==> src/cache_tag_store.sv <==
`timescale 1ns/1ps

module cache_tag_store #(
  parameter int NUM_LINES = 64,
  parameter int TAG_BITS  = 6
) (
  input  logic                         clk,
  input  logic                         rst,
  input  logic [$clog2(NUM_LINES)-1:0] index,
  input  logic [TAG_BITS-1:0]          tag,
  input  logic                         tag_wr,
  input  logic                         new_valid,
  input  logic                         new_dirty,
  output logic                         hit,
  output logic                         victim_dirty,
  output logic [TAG_BITS-1:0]          victim_tag
);

  logic [TAG_BITS-1:0]  tag_mem [NUM_LINES];
  logic [NUM_LINES-1:0] valid;
  logic [NUM_LINES-1:0] dirty;

  // status bits.
  always_ff @(posedge clk) begin
    if (rst) begin
      valid <= '0;
      dirty <= '0;
    end else if (tag_wr) begin
      valid[index] <= new_valid;
      dirty[index] <= new_dirty;
    end
  end

  always_ff @(posedge clk) begin
    if (tag_wr) begin
      tag_mem[index] <= tag;
    end
  end

  assign victim_tag   = tag_mem[index];
  assign hit          = valid[index] && (victim_tag == tag);
  assign victim_dirty = valid[index] && dirty[index];  // needs write back.

endmodule

==> config.mk <==
export PLATFORM = sky130hd
export DESIGN_NAME = cache_tag_store
export DESIGN_NICKNAME = d
export VERILOG_FILES = /design/src/cache_tag_store.sv
export SDC_FILE = /design/constraint.sdc
export NUM_CORES = 1
export LEC_CHECK = 0
export ABC_AREA = 0
export BUFFER_PORTS_ARGS = -buffer_cell sky130_fd_sc_hd__clkbuf_2
export CAP_MARGIN = 10
export CELL_PAD_IN_SITES_DETAIL_PLACEMENT = 0
export CELL_PAD_IN_SITES_GLOBAL_PLACEMENT = 1
export CORE_ASPECT_RATIO = 1.4
export CORE_MARGIN = 3
export CORE_UTILIZATION = 57
export DETAILED_ROUTE_END_ITERATION = 6
export PLACE_DENSITY = 0.83
export SYNTH_ARGS = -nofsm -noshare
export SYNTH_HDL_FRONTEND = slang
export SYNTH_SLANG_ARGS = --single-unit
==> constraint.sdc <==
create_clock -name clk -period 8.55 [get_ports clk]
set_input_delay 1.71 -clock clk [delete_from_list [all_inputs] [get_ports clk]]
set_output_delay 1.71 -clock clk [all_outputs]
set_load 0.1 [all_outputs]
==> impl_summary.log <==
[metrics] insertion delay to the later sink of the worst-skew pair: 0.56 ns
[metrics] share of the synthesized area in the top cell type: 54.8%
[metrics] worst hold slack after final layout: 0.461 ns
[metrics] launch instance of the worst register-to-register path: valid[21]
[metrics] power share of the clock group: 39.9%
[metrics] final core area utilization: 63.5%
[metrics] clock-pin slew on the worst setup and hold paths: 0.06 ns
[metrics] aggregate routed wire length: 54500 um
[metrics] critical-path maximum fanout: 61
[metrics] GRT Total Usage: 27.9%
[metrics] number of buffers added by the clock tree synthesis step: 46
[metrics] required time at the endpoint of the critical path: 6.84 ns
[metrics] internal power component: 3.88 mW
[metrics] CTS Root Cell: clkbuf_16
[metrics] io pins: 25
[metrics] Std-Cell Core Area: 0.0361 mm^2
[metrics] number of flops mapped to enable cells by yosys: 384
[metrics] fraction of registers with async set/reset: 0%
[metrics] critical path endpoint category: primary output
[metrics] post-layout net count: 1471
[metrics] top cells by area in the synthesized netlist: edfxtp_1, dfxtp_1, mux2i_1
[metrics] buffer count from post-CTS setup fixing: 0
[metrics] die height: 233 um
[metrics] first drt pass iteration count: 6
[metrics] max-slew violations: 0
[metrics] maximum number of pins on one net before global-route repair: 90
[metrics] slack of the worst reg-to-reg path: 7.82 ns
[metrics] global-route met2 utilization: 46.9%
[metrics] input/output buffers: 24
[metrics] mean area per synthesized cell: 14.4 um^2
[metrics] Worst VDD drop: 0.206 mV
[metrics] Hold Crit Start: dirty[33]
[metrics] residual antenna-violating net count after detailed routing: 0
[metrics] share of the cycle needed by the critical path after routing: 82.5%
[metrics] worst-case clock skew: 0 ns
[metrics] ys flop type: edfxtp_1
[metrics] portion of total power attributed to combinational logic: 6.0%
[metrics] buffer depth of the longest clock path: 3
[metrics] Setup-failing EPs final: 0
[metrics] top achievable clock speed: 142 MHz
[metrics] Psw: 1.10 mW
[metrics] reg2reg end: valid[21]
[metrics] Syn Std Cell Area: 0.0210 mm^2
[metrics] initial antenna violation count: 0
[metrics] result of the run: finished clean
[metrics] Detailed Route Iter0 Violations: 1401
[metrics] arrival time of the worst setup path: 5.35 ns
[metrics] slew at the pin closest to its max-slew limit: 1.25 ns
[metrics] depth of the worst register-to-register path: 2
[metrics] WHS Path Cells: 2
[metrics] post-route minimum period: 7.06 ns
[metrics] CP max-delay cell: mux4_2
[metrics] final number of hold-violating endpoints: 0
[metrics] count of warnings emitted by yosys: 0
[metrics] total number of placement rows: 82
[metrics] post-layout total power: 4.97 mW
[metrics] distinct cell type count of the synthesized netlist: 60
[metrics] Worst Hold End: dirty[33]
[metrics] largest area contributor in the netlist: edfxtp_1
[metrics] Worst slew margin: 16.5%
[metrics] start-to-end type of the worst setup path: in2out
[metrics] slowest cell delay on critical path: 0.56 ns
[metrics] clock tree from TritonCTS: done
[metrics] detailed-route via count: 12676
[metrics] area occupied by multi-input gates: 0.00631 mm^2
[metrics] met1 Resource Use GR: 36.7%
[metrics] net switching share of the total power: 22.0%
[metrics] Die Outline Area: 0.0393 mm^2
[metrics] setup repair after global routing missed its margin: false
[metrics] proportion of layout cells with a drive suffix above 1: 13.4%
[metrics] worst min-delay path class: reg2reg
[metrics] synthesized netlist cell count: 1460
[metrics] Sink Count: 512
[metrics] maximum level of the CTS H-tree: 2
[metrics] Post-Route Setup TNS: 0 ns
[metrics] Routed WL per cell: 28.0 um
[metrics] count of cells resized by post-cts repair: 0
[metrics] area growth from synthesis to layout: 8.94%
[metrics] routability cong.: 0.979
[metrics] x dimension of the die: 168 um
[metrics] wire length of the first global-routing pass: 81300 um
[metrics] Sequential cell area: 0.0141 mm^2
[metrics] kind of start point of the critical path: primary input
[metrics] Post-DP HPWL: 35100 um
[metrics] number of register bits inferred by synthesis: 512
[metrics] Remaining Overflow, GRT: 0
[metrics] Cell Chain, Critical Path: buf_6, buf_4, mux4_2, mux2i_1, o22ai_1, a2111o_1, xor2_1, a211oi_2, and4_1, clkbuf_2
[metrics] Synthesized Nets: 1477
[metrics] drc violations: 0
[metrics] vias in the first global route: 12458
[metrics] via density per instance: 6.50
[metrics] ant diodes: 0
[metrics] LEAKAGE: 8.09 nW
[metrics] Most Used Layer, Global Route: met2
[metrics] initial core utilization: 58.2%
[metrics] share of synthesized area occupied by flip-flops and latches: 67.0%
[metrics] number of hold buffers added after CTS: 0
[metrics] Pwr Density: 217 mW/mm^2
[metrics] Sequential Power Share: 54.0%
[metrics] number of violations of the max-capacitance limit: 0
[metrics] FILL cells: 2600
[metrics] met3 layer usage reported by global route: 4.79%
worst max-delay path by stage:
stage | from | end | slack, ns
after global routing | index[0] | hit | 1.30
after detailed placement | index[0] | hit | 1.49
after global placement | index[0] | hit | 1.53
after floorplan | index[2] | hit | 1.84
final | index[0] | hit | 1.49
after CTS | index[0] | hit | 1.48
power by group through the flow:
| stage | registers [mW] | logic, mW | clock network, mW |
|---|---|---|---|
| after CTS | 2.69 | 0.297 | 2.00 |
| after detailed placement | 2.74 | 0.297 | 0 |
| after global routing | 2.69 | 0.314 | 2.09 |
| after floorplan | 2.74 | 0.191 | 0 |
| final | 2.69 | 0.299 | 1.99 |
| after global placement | 2.74 | 0.294 | 0 |
logic make-up after synthesis:
| logic type | synth area share [%] |
|---|---|
| DFF | 67.0 |
| AOI/OAI and AO/OA | 6.86 |
| buffers and inverters | 3.05 |
| xor gates and xnor gates | 0.167 |
| and+or+nand+nor | 6.07 |
| muxes | 16.9 |
per-stage QoR:
stage	setup slack [ns]	instance area (um^2)	std cells
6_report	1.49	22900	1951
5_1_grt	1.30	22900	1951
4_1_cts	1.48	22900	1951
3_5_place_dp	1.49	21500	1868
3_3_place_gp	1.53	21500	1868
2_1_floorplan	1.84	21000	1460
placed cells by master (no fill, tap or decap), types with 3 or more instances in the layout:
cell / count
mux2i_1: 189
clkbuf_2: 21
nor3_1: 6
a211oi_1: 10
clkinv_2: 4
inv_1: 28
clkbuf_16: 49
or4b_1: 3
mux4_2: 73
o32ai_1: 4
o22ai_1: 41
dfxtp_1: 128
o21ai_0: 92
nand2b_1: 4
nor4_1: 6
edfxtp_1: 384
or4_1: 3
or2_2: 4
nand2_1: 136
clkbuf_1: 8
nor2_1: 88
o21ai_1: 5
clkinv_1: 20
buf_4: 29
a21oi_1: 82
a22oi_1: 8
or3_1: 4
nand3_1: 5
cell usage after synthesis, types with 28 or more instances:
cell type and number:
o22ai_1 41, a21oi_1 82, edfxtp_1 384, nor2_1 88, o21ai_0 92, mux4_2 73, nand2_1 136, buf_2 29
mux2i_1 189, dfxtp_1 128, inv_1 28, clkbuf_1 62
critical path, delay by kind of cell:
family,cells,cell delay (ns)
muxes,2,0.87
xor gates and xnor gates,1,0.17
and+or+nand+nor,1,0.26
buffers and inverters,3,1.45
AOI/OAI and AO/OA,3,0.79
metal layers:
metal	share of wire [%]	routed length, um
met1	38	20800
met5	0	0
met2	50	27000
met3	8.3	4510
met4	4.0	2210
final cells by class:
type	count	area share, %
inverter	35	0.573
multi-input combinational	806	27.5
clock inverter	25	0.726
timing repair buffer	53	1.61
clock buffer	58	5.54
tap	462	2.52
sequential	512	61.5
state kept, by name (all words and copies together), names as in the netlist:
| name | flops |
|---|---|
| valid | 64 |
| tag_mem | 384 |
| dirty | 64 |
(Power assumes the default switching activity.)
