$ cat src/mem_pkg.sv
package mem_pkg;

  // ==========================================================================
  // data and address types
  // ==========================================================================

  typedef logic [31:0]  word_t;       // cpu data word.
  typedef logic [127:0] block_t;      // cache block, dram transfer unit.
  typedef logic [31:0]  byte_addr_t;  // cpu byte address.

  // ==========================================================================
  // dram timing and geometry
  // ==========================================================================

  // cycles of held enable before mem_ready.
  localparam int DRAM_LATENCY = 4;

  localparam int BLOCK_BYTES = 16;    // bytes per block.

endpackage

$ cat src/cache_pkg.sv
package cache_pkg;

  // ==========================================================================
  // block geometry
  // ==========================================================================

  // words held in one block.
  localparam int WORDS_PER_BLOCK = (mem_pkg::BLOCK_BYTES * 8) / $bits(mem_pkg::word_t);

  // byte offset inside a block.
  localparam int OFFSET_BITS = $clog2(mem_pkg::BLOCK_BYTES);

  // ==========================================================================
  // cpu request and controller state
  // ==========================================================================

  typedef struct packed {
    logic                we;     // 1 for a store.
    mem_pkg::byte_addr_t addr;
    mem_pkg::word_t      wdata;  // store data, ignored on loads.
  } cpu_req_t;

  typedef enum logic [2:0] {
    idle,
    lookup,
    write_back,  // dirty victim out to dram.
    allocate,    // refill from dram.
    respond
  } ctrl_state_t;

endpackage

$ cat src/cache_controller.sv
`timescale 1ns/1ps

module cache_controller #(
  parameter int NUM_LINES = 64,
  parameter int TAG_BITS  = 6
) (
  input  logic                                          clk,
  input  logic                                          rst,
  // cpu side
  input  logic                                          req,
  input  cache_pkg::cpu_req_t                           req_data,
  output logic                                          done,
  output mem_pkg::word_t                                rdata,
  // tag store
  output logic [$clog2(NUM_LINES)-1:0]                  index,
  output logic [TAG_BITS-1:0]                           tag,
  output logic                                          tag_wr,
  output logic                                          new_valid,
  output logic                                          new_dirty,
  input  logic                                          hit,
  input  logic                                          victim_dirty,
  input  logic [TAG_BITS-1:0]                           victim_tag,
  // data store
  output logic                                          word_wr,
  output logic [$clog2(cache_pkg::WORDS_PER_BLOCK)-1:0] word_sel,
  output mem_pkg::word_t                                wdata,
  output logic                                          fill_wr,
  output mem_pkg::block_t                               fill_data,
  input  mem_pkg::block_t                               line,
  // dram side
  output logic                                          wren,
  output logic                                          rden,
  output logic [TAG_BITS+$clog2(NUM_LINES)-1:0]         mem_addr,
  output mem_pkg::block_t                               mem_wdata,
  input  logic                                          mem_ready,
  input  mem_pkg::block_t                               mem_rdata
);

  localparam int INDEX_BITS = $clog2(NUM_LINES);
  localparam int SEL_BITS   = $clog2(cache_pkg::WORDS_PER_BLOCK);
  localparam int BYTE_BITS  = cache_pkg::OFFSET_BITS - SEL_BITS;
  localparam int WORD_W     = $bits(mem_pkg::word_t);

  cache_pkg::ctrl_state_t state;
  cache_pkg::cpu_req_t    req_q;
  logic                   gap_q;       // dram enable must drop for a cycle.
  logic                   write_hit;
  logic                   fill_done;

  // ==========================================================================
  // state machine
  // ==========================================================================

  always_ff @(posedge clk) begin
    if (rst) begin
      state <= cache_pkg::idle;
      gap_q <= 1'b0;
    end else begin
      gap_q <= mem_ready;
      case (state)
        cache_pkg::idle: begin
          if (req) begin
            state <= cache_pkg::lookup;
          end
        end
        cache_pkg::lookup: begin
          if (hit) begin
            state <= cache_pkg::respond;
          end else if (victim_dirty) begin
            state <= cache_pkg::write_back;
          end else begin
            state <= cache_pkg::allocate;
          end
        end
        cache_pkg::write_back: begin
          if (wren && mem_ready) begin
            state <= cache_pkg::allocate;
          end
        end
        cache_pkg::allocate: begin
          if (fill_done) begin
            state <= cache_pkg::lookup;   // retry, hits now.
          end
        end
        default: begin
          state <= cache_pkg::idle;       // respond lasts one cycle.
        end
      endcase
    end
  end

  // request is held by the cpu, but it is registered here.
  always_ff @(posedge clk) begin
    if (state == cache_pkg::idle && req) begin
      req_q <= req_data;
    end
  end

  // ==========================================================================
  // address split and store control
  // ==========================================================================

  assign index    = req_q.addr[cache_pkg::OFFSET_BITS +: INDEX_BITS];
  assign tag      = req_q.addr[cache_pkg::OFFSET_BITS + INDEX_BITS +: TAG_BITS];
  assign word_sel = req_q.addr[BYTE_BITS +: SEL_BITS];
  assign wdata    = req_q.wdata;

  assign write_hit = (state == cache_pkg::lookup) && hit && req_q.we;
  assign fill_done = (state == cache_pkg::allocate) && rden && mem_ready;

  assign tag_wr    = write_hit || fill_done;
  assign new_valid = 1'b1;
  assign new_dirty = write_hit;          // clean after refill.
  assign word_wr   = write_hit;
  assign fill_wr   = fill_done;
  assign fill_data = mem_rdata;

  // ==========================================================================
  // dram and cpu outputs
  // ==========================================================================

  assign wren      = (state == cache_pkg::write_back) && !gap_q;
  assign rden      = (state == cache_pkg::allocate) && !gap_q;
  assign mem_addr  = (state == cache_pkg::write_back) ? {victim_tag, index} : {tag, index};
  assign mem_wdata = line;                // victim block.

  assign done  = (state == cache_pkg::respond);
  assign rdata = line[word_sel*WORD_W +: WORD_W];

endmodule

$ cat config.mk
export PLATFORM = sky130hd
export DESIGN_NAME = cache_controller
export DESIGN_NICKNAME = d
export VERILOG_FILES = /design/src/mem_pkg.sv /design/src/cache_pkg.sv /design/src/cache_controller.sv
export SDC_FILE = /design/constraint.sdc
export NUM_CORES = 1
export LEC_CHECK = 0
export BUFFER_PORTS_ARGS = -buffer_cell sky130_fd_sc_hd__buf_2
export CAP_MARGIN = 10
export CORE_AREA = 4 4 268 270
export DETAILED_ROUTE_END_ITERATION = 12
export DIE_AREA = 0 0 272 274
export PLACE_DENSITY_LB_ADDON = 0.1
export SLEW_MARGIN = 20
export SYNTH_ARGS = -nofsm -noshare
export SYNTH_HDL_FRONTEND = slang
export SYNTH_SLANG_ARGS = --single-unit
$ cat constraint.sdc
create_clock -name clk -period 5.45 [get_ports clk]
set_clock_uncertainty 0.2 [all_clocks]
set_input_delay 0.545 -clock clk [delete_from_list [all_inputs] [get_ports clk]]
set_output_delay 0.545 -clock clk [all_outputs]
set_load 0.05 [all_outputs]
==> results of run 1 <==
where the power goes:
| part | total, mW | internal [mW] | switching, mW |
|---|---|---|---|
| clock network | 0.360 | 0.176 | 0.184 |
| registers | 0.487 | 0.471 | 0.0160 |
| logic | 0.793 | 0.195 | 0.597 |
state kept, by name, indices dropped and copies added, names as in the netlist:
register,cells
gap_q,1
index,6
req_q,1
state,3
tag,6
wdata,32
word_sel,2
routing by layer:
layer	GRT usage, %	vias up	wire, um
met4	1.79	4	541
met5	0.461	-	58
met2	7.66	444	9300
li1	-	1355	-
met3	4.32	25	4220
met1	4.67	1470	6530
area by class of cell:
| cell class | count | area, sq um |
|---|---|---|
| clock inverters | 3 | 27.5 |
| multi-input cells | 62 | 967 |
| inverters | 1 | 3.75 |
| flip-flops and latches | 51 | 1490 |
| well taps | 940 | 1180 |
| diodes | 1 | 2.50 |
| clock buffers | 5 | 125 |
| repair buffers | 414 | 2090 |
| fillers | 8134 | 63700 |
critical path: stages (launching register included):
cell	delay, ps
edfxtp_1	480
buf_12	300
mux4_2	580
buf_2	230
worst max path at each step:
stage,from,end,slack [ps],cells past startpoint
floorplan,req,index[0],920,2
global placement,req,index[4],2760,4
detailed placement,req,index[2],2770,4
CTS,word_sel[1],rdata[31],2600,3
global route,word_sel[1],rdata[31],2590,3
finish,word_sel[0],rdata[31],2710,3
logic make-up (layout without fill, tap and decap cells):
kind of cell	Yosys count	in the layout	synth area share (%)
buffers and inverters	319	423	49.7
DFF	51	51	30.5
muxes	38	38	16.8
and+or+nand+nor	18	18	2.33
AOI/OAI and AO/OA	5	5	0.538
other	1	2	0.0768
metrics by stage:
stage | setup slack [ps] | hold WS, ps
floorplan | 924 | 279
global placement | 2760 | 353
detailed placement | 2770 | 355
CTS | 2600 | 174
global route | 2590 | 174
finish | 2710 | 197
placed cells by master (no fill, tap or decap), drive strengths merged:
cell        n
clkinv      1
nor3        1
conb        1
mux4       32
nor2        5
nand2b      1
buf       414
nor4b       1
dfxtp       4
o21ai       2
a21oi       2
mux2        6
nor2b       3
clkbuf      5
edfxtp     47
a31oi       1
and2        1
nand3b      2
or2b        2
nor3b       2
diode       1
inv         2
clkinvlp    1
==> impl_results.md, run 1 <==
* Run status: completed
* Setup bufs post-CTS at 0
* Hold/Removal Path Class: primary input to flip-flop
* Global-route usage over all layers at 4.92%
* Die ar. at 74,500 sq um
* Peak VDD IR at 0.000110 V
* CTS Hold Bufs at 0
* First-pass GRT wire length at 26,100 um
* Total chip power at 1.64 mW
* Post-route clock period utilization at 50.3%
* GPL Wtd Cong at 0.758
* Largest net degree at the start of global routing at 43
* Syn avg cell area at 11.3 sq um
* Netlist cell types at 24
* Async SR Flop Fraction at 0%
* Worst Max-Slew Pin Slew at 742 ps
* CP Capture Type: primary output
* Vias per cell at 2.23
* WP data arrival at 2000 ps
* FMAX at 0.365 GHz
* Final HPWL DP at 17,500 um
* FP Rows at 97
* NumNets Final at 868
* Iteration-0 DRC Markers at 37
* Max-Cap Viols at 0
* Root Buffer: clkbuf_16
* TritonCTS clock tree: done
* Clock Path Buffers at 2
* Hold Crit Depth at 1
* Post-layout instance area at 5890 sq um
* Htree depth at 2
* Fin util at 8.46%
* Setup-failing EPs final at 0
* ANT nets after route at 0
* RSZ-0062 raised after global routing: no
* Worst Hold Path EP: wdata[0]
* TritonRoute pass-1 iters at 4
* Clk_lat worst skew at 310 ps
* R2R Setup Slk at 3040 ps
* Post-Syn Area at 4880 sq um
* Post-synth EDFFs at 47
* Yosys top cell by area: buf_4
* Routed wire length at 20,600 um
* Die X at 272 um
* TritonCTS Buffers at 5
* Initial core utilization at 7.02%
* DR vias at 3,298
* CTS resizes at 0
* Placed Area at 5730 sq um
* Worst r2r src: state[1]
* Largest cells by area after synthesis: buf_4, edfxtp_1, mux4_2
* PortBufs at 411
* Warnings from Yosys at 0
* Top cell type's share of synthesized area at 47.7%
* Most used flip-flop cell after synthesis: edfxtp_1
* Mapped Nets at 765
* Leakage at 2.51 nW
* Core Box Area at 69,500 sq um
* Fin Setup TNS at 0 ps
* Max Fanout on Critical Path at 32
* Synth-to-layout area growth at 20.6%
* Reg2Reg Depth at 3
* Setup CP Type: flip-flop to primary output
* Syn Inst Count at 432
* Non-Filler Instances at 1,477
* Critical Path RT at 4700 ps
* CTS clk-pin slew, worst paths at 90 ps
* Share of layout cells above drive strength 1 at 86.0%
* Commonest cells in the netlist: buf_4, edfxtp_1, mux4_2
* CTS Sinks at 51
* Initial antenna violation count at 3
* Vias in the first global route at 3,445
* Power density cells at 279 nW/um^2
* Reg-to-reg endpoint: index[2]
* Min Tclk post-route at 2740 ps
* Post-placement cell count at 1,468
* Grt ovf at 0
* Final Hold Viols at 0
* Hold path startpoint: req_data[0]
* DIE HEIGHT at 274 um
* Relative slew slack at 50.3%
* FF+latch count, synth at 51
* Critical Path Start Type: flip-flop
* Top Ports at 687
* Mean routed wirelength per cell at 14.0 um
* Max-slew violation count at 0
* DRC violations left at 0
* Top-count cell post-synth: buf_4
* Post-synthesis sequential area ratio at 30.5%
Power figures use the tool's default switching activity.
==> run 2, diff against run 1 <==
==> constraint.sdc (replaced) <==
create_clock -name clk -period 2.81 [get_ports clk]
set_clock_uncertainty 0.2 [all_clocks]
set_input_delay 0.281 -clock clk [delete_from_list [all_inputs] [get_ports clk]]
set_output_delay 0.281 -clock clk [all_outputs]
set_load 0.05 [all_outputs]
==> run 2 against run 1 <==
Power grew 98%; routed wire length is 5.8% lower; critical path depth unchanged; non-clock buffer count up 50; via count is 4.4% higher; highest routed layer unchanged.
==> impl_results.md, run 2 (synthesis gave the netlist of run 1 again) <==
* CTS Sinks at 51
* First-pass GRT wire length at 25,700 um
* Met2 usage at 7.44%
* Post-placement cell count at 1,469
* FP Rows at 97
* Non-Filler Instances at 1,527
* RSZ-0062 raised after global routing: no
* Final worst slack at 475 ps
* Fin Setup TNS at 0 ps
* GPL Wtd Cong at 0.776
* Root Buffer: clkbuf_16
* Vias per cell at 2.26
* Vias in the first global route at 3,638
* Clock Path Buffers at 2
* Min Tclk post-route at 2340 ps
* Global-route usage over all layers at 4.69%
* NumNets Final at 918
* CTS resizes at 0
* Setup CP Type: flip-flop to primary output
* Post-place setup slack at 768 ps
* Max-Cap Viols at 0
* Fill cells at 8,116
* Routing usage on met1 at 4.70%
* Clock power frac at 21.8%
* Core Box Area at 69,500 sq um
* Top Ports at 687
* Max reg flops at 32
* Leakage at 2.73 nW
* Final Hold Viols at 0
* WP data arrival at 1850 ps
* Peak VDD IR at 0.000215 V
* Initial core utilization at 7.02%
* Hold/Removal Path Class: primary input to flip-flop
* Largest net degree at the start of global routing at 42
* Combinational Power Share at 49.2%
* Busiest layer in global routing: met2
* Power density cells at 506 nW/um^2
* Die X at 272 um
* DRC violations left at 0
* CP Capture Type: primary output
* Most frequent cells in the layout: buf_2, dlygate4sd3_1, edfxtp_1, mux4_2, mux2_4
* DR vias at 3,444
* Iteration-0 DRC Markers at 99
* Grt ovf at 0
* Die ar. at 74,500 sq um
* Routed wire length at 19,500 um
* Worst hold margin at 77.1 ps
* CTS clk-pin slew, worst paths at 80 ps
* Final HPWL DP at 16,300 um
* TritonRoute pass-1 iters at 4
* Max Fanout on Critical Path at 33
* Htree depth at 2
* Max-slew violation count at 0
* Critical Path Start Type: flip-flop
* Switching share of power at 48.0%
* Run status: completed
* Mean routed wirelength per cell at 12.7 um
* Critical Path RT at 2330 ps
* DIE HEIGHT at 274 um
* PortBufs at 411
* Int Pwr at 1.69 mW
* Post-route clock period utilization at 83.1%
* Initial antenna violation count at 3
* Synth-to-layout area growth at 31.4%
* Fin util at 9.22%
* Commonest non-fill, non-tap cell in the layout: buf_2
* Setup-failing EPs final at 0
* TritonCTS clock tree: done
* FMAX at 0.428 GHz
* ANT nets after route at 0
* NetSw at 1.56 mW
* M3 GR Usage at 3.92%
* Clk_lat worst skew at 310 ps
* Seq pwr share at 29.0%
* Share of layout cells above drive strength 1 at 78.8%
* TritonCTS Buffers at 5
[run 2: cell type report]
cell class	count	area, sq um	share of cell area, %
inverter	1	3.75	0.0585
antenna	1	2.50	0.0390
multi-input combinational	62	973	15.2
clock buffer	5	125	1.95
sequential	51	1490	23.2
timing repair buffer	464	2620	40.8
tap	940	1180	18.3
clock inverter	3	27.5	0.429
[run 2: layer usage]
layer  vias up  part of all wire, %
met5         -                 0.81
met4         8                  1.1
met3        18                   19
met2       384                   46
met1      1576                   33
li1       1458                    -
[run 2: final timing paths]
| check | end | cells after the start | slack [ps] | startpoint |
|---|---|---|---|---|
| max reg2reg | wdata[0] | 3 | 1140 | state[1] |
| min | state[2] | 2 | 80 | hit |
| min reg2reg | state[1] | 1 | 390 | state[0] |
| max | rdata[0] | 3 | 470 | word_sel[0] |
[run 2: repair_timing]
item	in CTS	in global routing
buffers inserted	0	0
endpoints found under the hold margin	49	0
hold buffers	49	0
[run 2: critical path: stages (launching register included)]
cell and delay (ps):
edfxtp_1 380, buf_12 290, mux4_1 600, buf_2 230
[run 2: per-stage QoR]
step | power (mW) | cell area, sq um
finish | 3.25 | 6410
global route | 3.42 | 6410
CTS | 3.36 | 6410
detailed placement | 2.53 | 5770
global placement | 2.55 | 5770
floorplan | 2.78 | 4890
[run 2: power groups by stage]
| stage | clock network, mW | logic [mW] | registers, mW |
|---|---|---|---|
| 2_1_floorplan | 0 | 1.82 | 0.954 |
| 3_3_place_gp | 0 | 1.59 | 0.964 |
| 3_5_place_dp | 0 | 1.57 | 0.961 |
| 4_1_cts | 0.780 | 1.63 | 0.945 |
| 5_1_grt | 0.791 | 1.67 | 0.952 |
| 6_report | 0.708 | 1.60 | 0.943 |
==> run 3, diff against run 2 <==
--- a/config.mk
+++ b/config.mk
@@ -7,9 +7,9 @@
 export LEC_CHECK = 0
 export BUFFER_PORTS_ARGS = -buffer_cell sky130_fd_sc_hd__buf_2
 export CAP_MARGIN = 10
-export CORE_AREA = 4 4 268 270
+export CORE_AREA = 4 4 266 268
 export DETAILED_ROUTE_END_ITERATION = 12
-export DIE_AREA = 0 0 272 274
+export DIE_AREA = 0 0 270 272
 export PLACE_DENSITY_LB_ADDON = 0.1
 export SLEW_MARGIN = 20
 export SYNTH_ARGS = -nofsm -noshare
==> constraint.sdc (replaced) <==
create_clock -name clk -period 2 [get_ports clk]
set_clock_uncertainty 0.2 [all_clocks]
set_input_delay 0.2 -clock clk [delete_from_list [all_inputs] [get_ports clk]]
set_output_delay 0.2 -clock clk [all_outputs]
set_load 0.05 [all_outputs]
==> run 3 against run 2 <==
The flow now finishes with violations (setup timing); count of clock-buffer cells in the layout is the same; non-clock buffer count is 8 higher; critical path depth grew 1; cell count down 3.0%; setup slack got worse by 640 ps; cell area increased by 4.3%; power is 46% higher; largest cell class unchanged.
==> impl_results.md, run 3 (synthesis gave the netlist of run 1 again) <==
* Run status: finished, violations left
* Failing checks: setup timing
* Global-route usage over all layers at 5.25%
* First-pass GRT wire length at 28,000 um
* Clock Path Buffers at 2
* Peak VDD IR at 0.000337 V
* Hold path startpoint: victim_dirty
* CTS Sinks at 51
* Max incr delay on CP at 550 ps
* ANT nets after route at 0
* Seq pwr share at 27.9%
* WP data arrival at 1770 ps
* Switching share of power at 46.9%
* Critical Path RT at 1600 ps
* Worst r2r src: state[0]
* Clock power frac at 20.7%
* Die ar. at 73,400 sq um
* Crit path depth at 4
* Iteration-0 DRC Markers at 50
* DIE HEIGHT at 272 um
* Power density cells at 711 nW/um^2
* Routed wire length at 20,800 um
* PortBufs at 411
* TritonCTS Buffers at 5
* Synth-to-layout area growth at 37.0%
* Initial core utilization at 7.14%
* Grt ovf at 0
* Vias per cell at 2.36
* CTS clk-pin slew, worst paths at 90 ps
* NumNets Final at 926
* Max-Cap Viols at 0
* Vias in the first global route at 3,824
* Crit-path slowest cell: mux4_2
* WP buf/inv at 3
* FMAX at 0.461 GHz
* Crit-path cells: buf_8, buf_12, mux4_2, buf_6
* Final Hold Viols at 0
* Max reg flops at 32
* CP Capture Type: primary output
* Min Tclk post-route at 2170 ps
* Final worst slack at -169 ps
* Leakage at 2.86 nW
* Initial antenna violation count at 6
* Most frequent cells in the layout: buf_2, dlygate4sd3_1, edfxtp_1, mux4_2, buf_6
* Largest net degree at the start of global routing at 39
* Mean routed wirelength per cell at 14.0 um
* GPL Wtd Cong at 0.784
* Max-slew violation count at 0
* Post-place setup slack at 59.7 ps
* Reg2Reg Depth at 4
* Total chip power at 4.75 mW
* TritonRoute pass-1 iters at 4
* RSZ-0062 raised after global routing: yes
* Hold/Removal Path Class: primary input to flip-flop
* Max Fanout on Critical Path at 7
* TritonCTS clock tree: done
* Commonest non-fill, non-tap cell in the layout: buf_2
* Fill cells at 7,907
* Core Box Area at 68,300 sq um
* Die X at 270 um
* DR vias at 3,498
* Worst setup startpoint: word_sel[0]
* Hold Crit Depth at 4
* Int Pwr at 2.52 mW
* Combinational Power Share at 51.4%
* Critical Path Start Type: flip-flop
* Share of layout cells above drive strength 1 at 80.1%
* Top Ports at 687
* Setup-failing EPs final at 32
* Post-route clock period utilization at 108%
* DRC violations left at 0
* Htree depth at 2
* Clk_lat worst skew at 300 ps
* FP Rows at 96
* NetSw at 2.23 mW
* Final HPWL DP at 16,900 um
* Root Buffer: clkbuf_16
* Setup CP Type: flip-flop to primary output
* Worst path top cell family by delay: multiplexers
==> run 3: cell types whose count changed in the layout (fill, tap and decap cells not counted), sizes merged <==
| cell | delta |
|---|---|
| buf | +6 |
| dlygate4sd3 | +2 |
| clkinvlp | -1 |
| diode | +4 |
| clkinv | +1 |
==> run 3: final cells by class <==
class / count / area, sq um / area share, %
antenna: 5 / 12.5 / 0.187
clock buffer: 5 / 125 / 1.87
clock inverter: 3 / 28.8 / 0.430
inverter: 1 / 3.75 / 0.0561
multi-input combinational: 62 / 986 / 14.7
sequential: 51 / 1500 / 22.4
tap: 882 / 1100 / 16.5
timing repair buffer: 472 / 2930 / 43.8
==> run 3: worst min-delay path, delay by kind of cell <==
kind / cells / cell delay, ps
simple gates: 1 / 30
buf+inv: 1 / 80
compound gates: 2 / 190
==> run 3: per-stage QoR <==
stage / area [sq um] / hold slack [ps] / instances / setup TNS (ps) / utilization (%)
after global placement: 5720 / 178 / 1412 / 0 / 8.37
after floorplan: 4910 / 71.6 / 432 / -12420 / -
final: 6690 / 34.8 / 1481 / -4060 / 9.79
after global routing: 6680 / 77.9 / 1478 / -7470 / 9.77
after detailed placement: 5720 / 178 / 1412 / 0 / 8.37
after CTS: 6670 / 17.6 / 1476 / -6570 / 9.75
==> run 3: routing by layer <==
| layer | track usage (%) | up-vias | part of all wire [%] |
|---|---|---|---|
| li1 | - | 1490 | - |
| met1 | 4.83 | 1545 | 32 |
| met2 | 8.33 | 430 | 45 |
| met3 | 4.32 | 27 | 19 |
| met4 | 2.32 | 6 | 3.8 |
| met5 | 1.05 | - | 0.57 |
==> run 3: power groups by stage <==
stage | clock, mW | sequential, mW | combinational, mW
2_1_floorplan | 0 | 1.34 | 2.57
3_3_place_gp | 0 | 1.36 | 2.25
3_5_place_dp | 0 | 1.36 | 2.22
4_1_cts | 1.10 | 1.33 | 2.48
5_1_grt | 1.12 | 1.34 | 2.55
6_report | 0.983 | 1.33 | 2.44
==> run 3: path summary, 6_finish.rpt <==
| kind | to | slack, ps |
|---|---|---|
| hold reg to reg | state[2] | 300 |
| setup reg to reg | wdata[23] | 290 |
| hold / removal | state[0] | 30 |
| setup / recovery | rdata[25] | -170 |
==> run 3: timing repair <==
item                                    in CTS  in global routing
hold buffers                                51                  0
endpoints found under the setup margin      40                 38
hold endpoints to repair                    51                  0
resized for setup                           74                  4
buffers inserted                             3                  0
cloned                                       2                  0
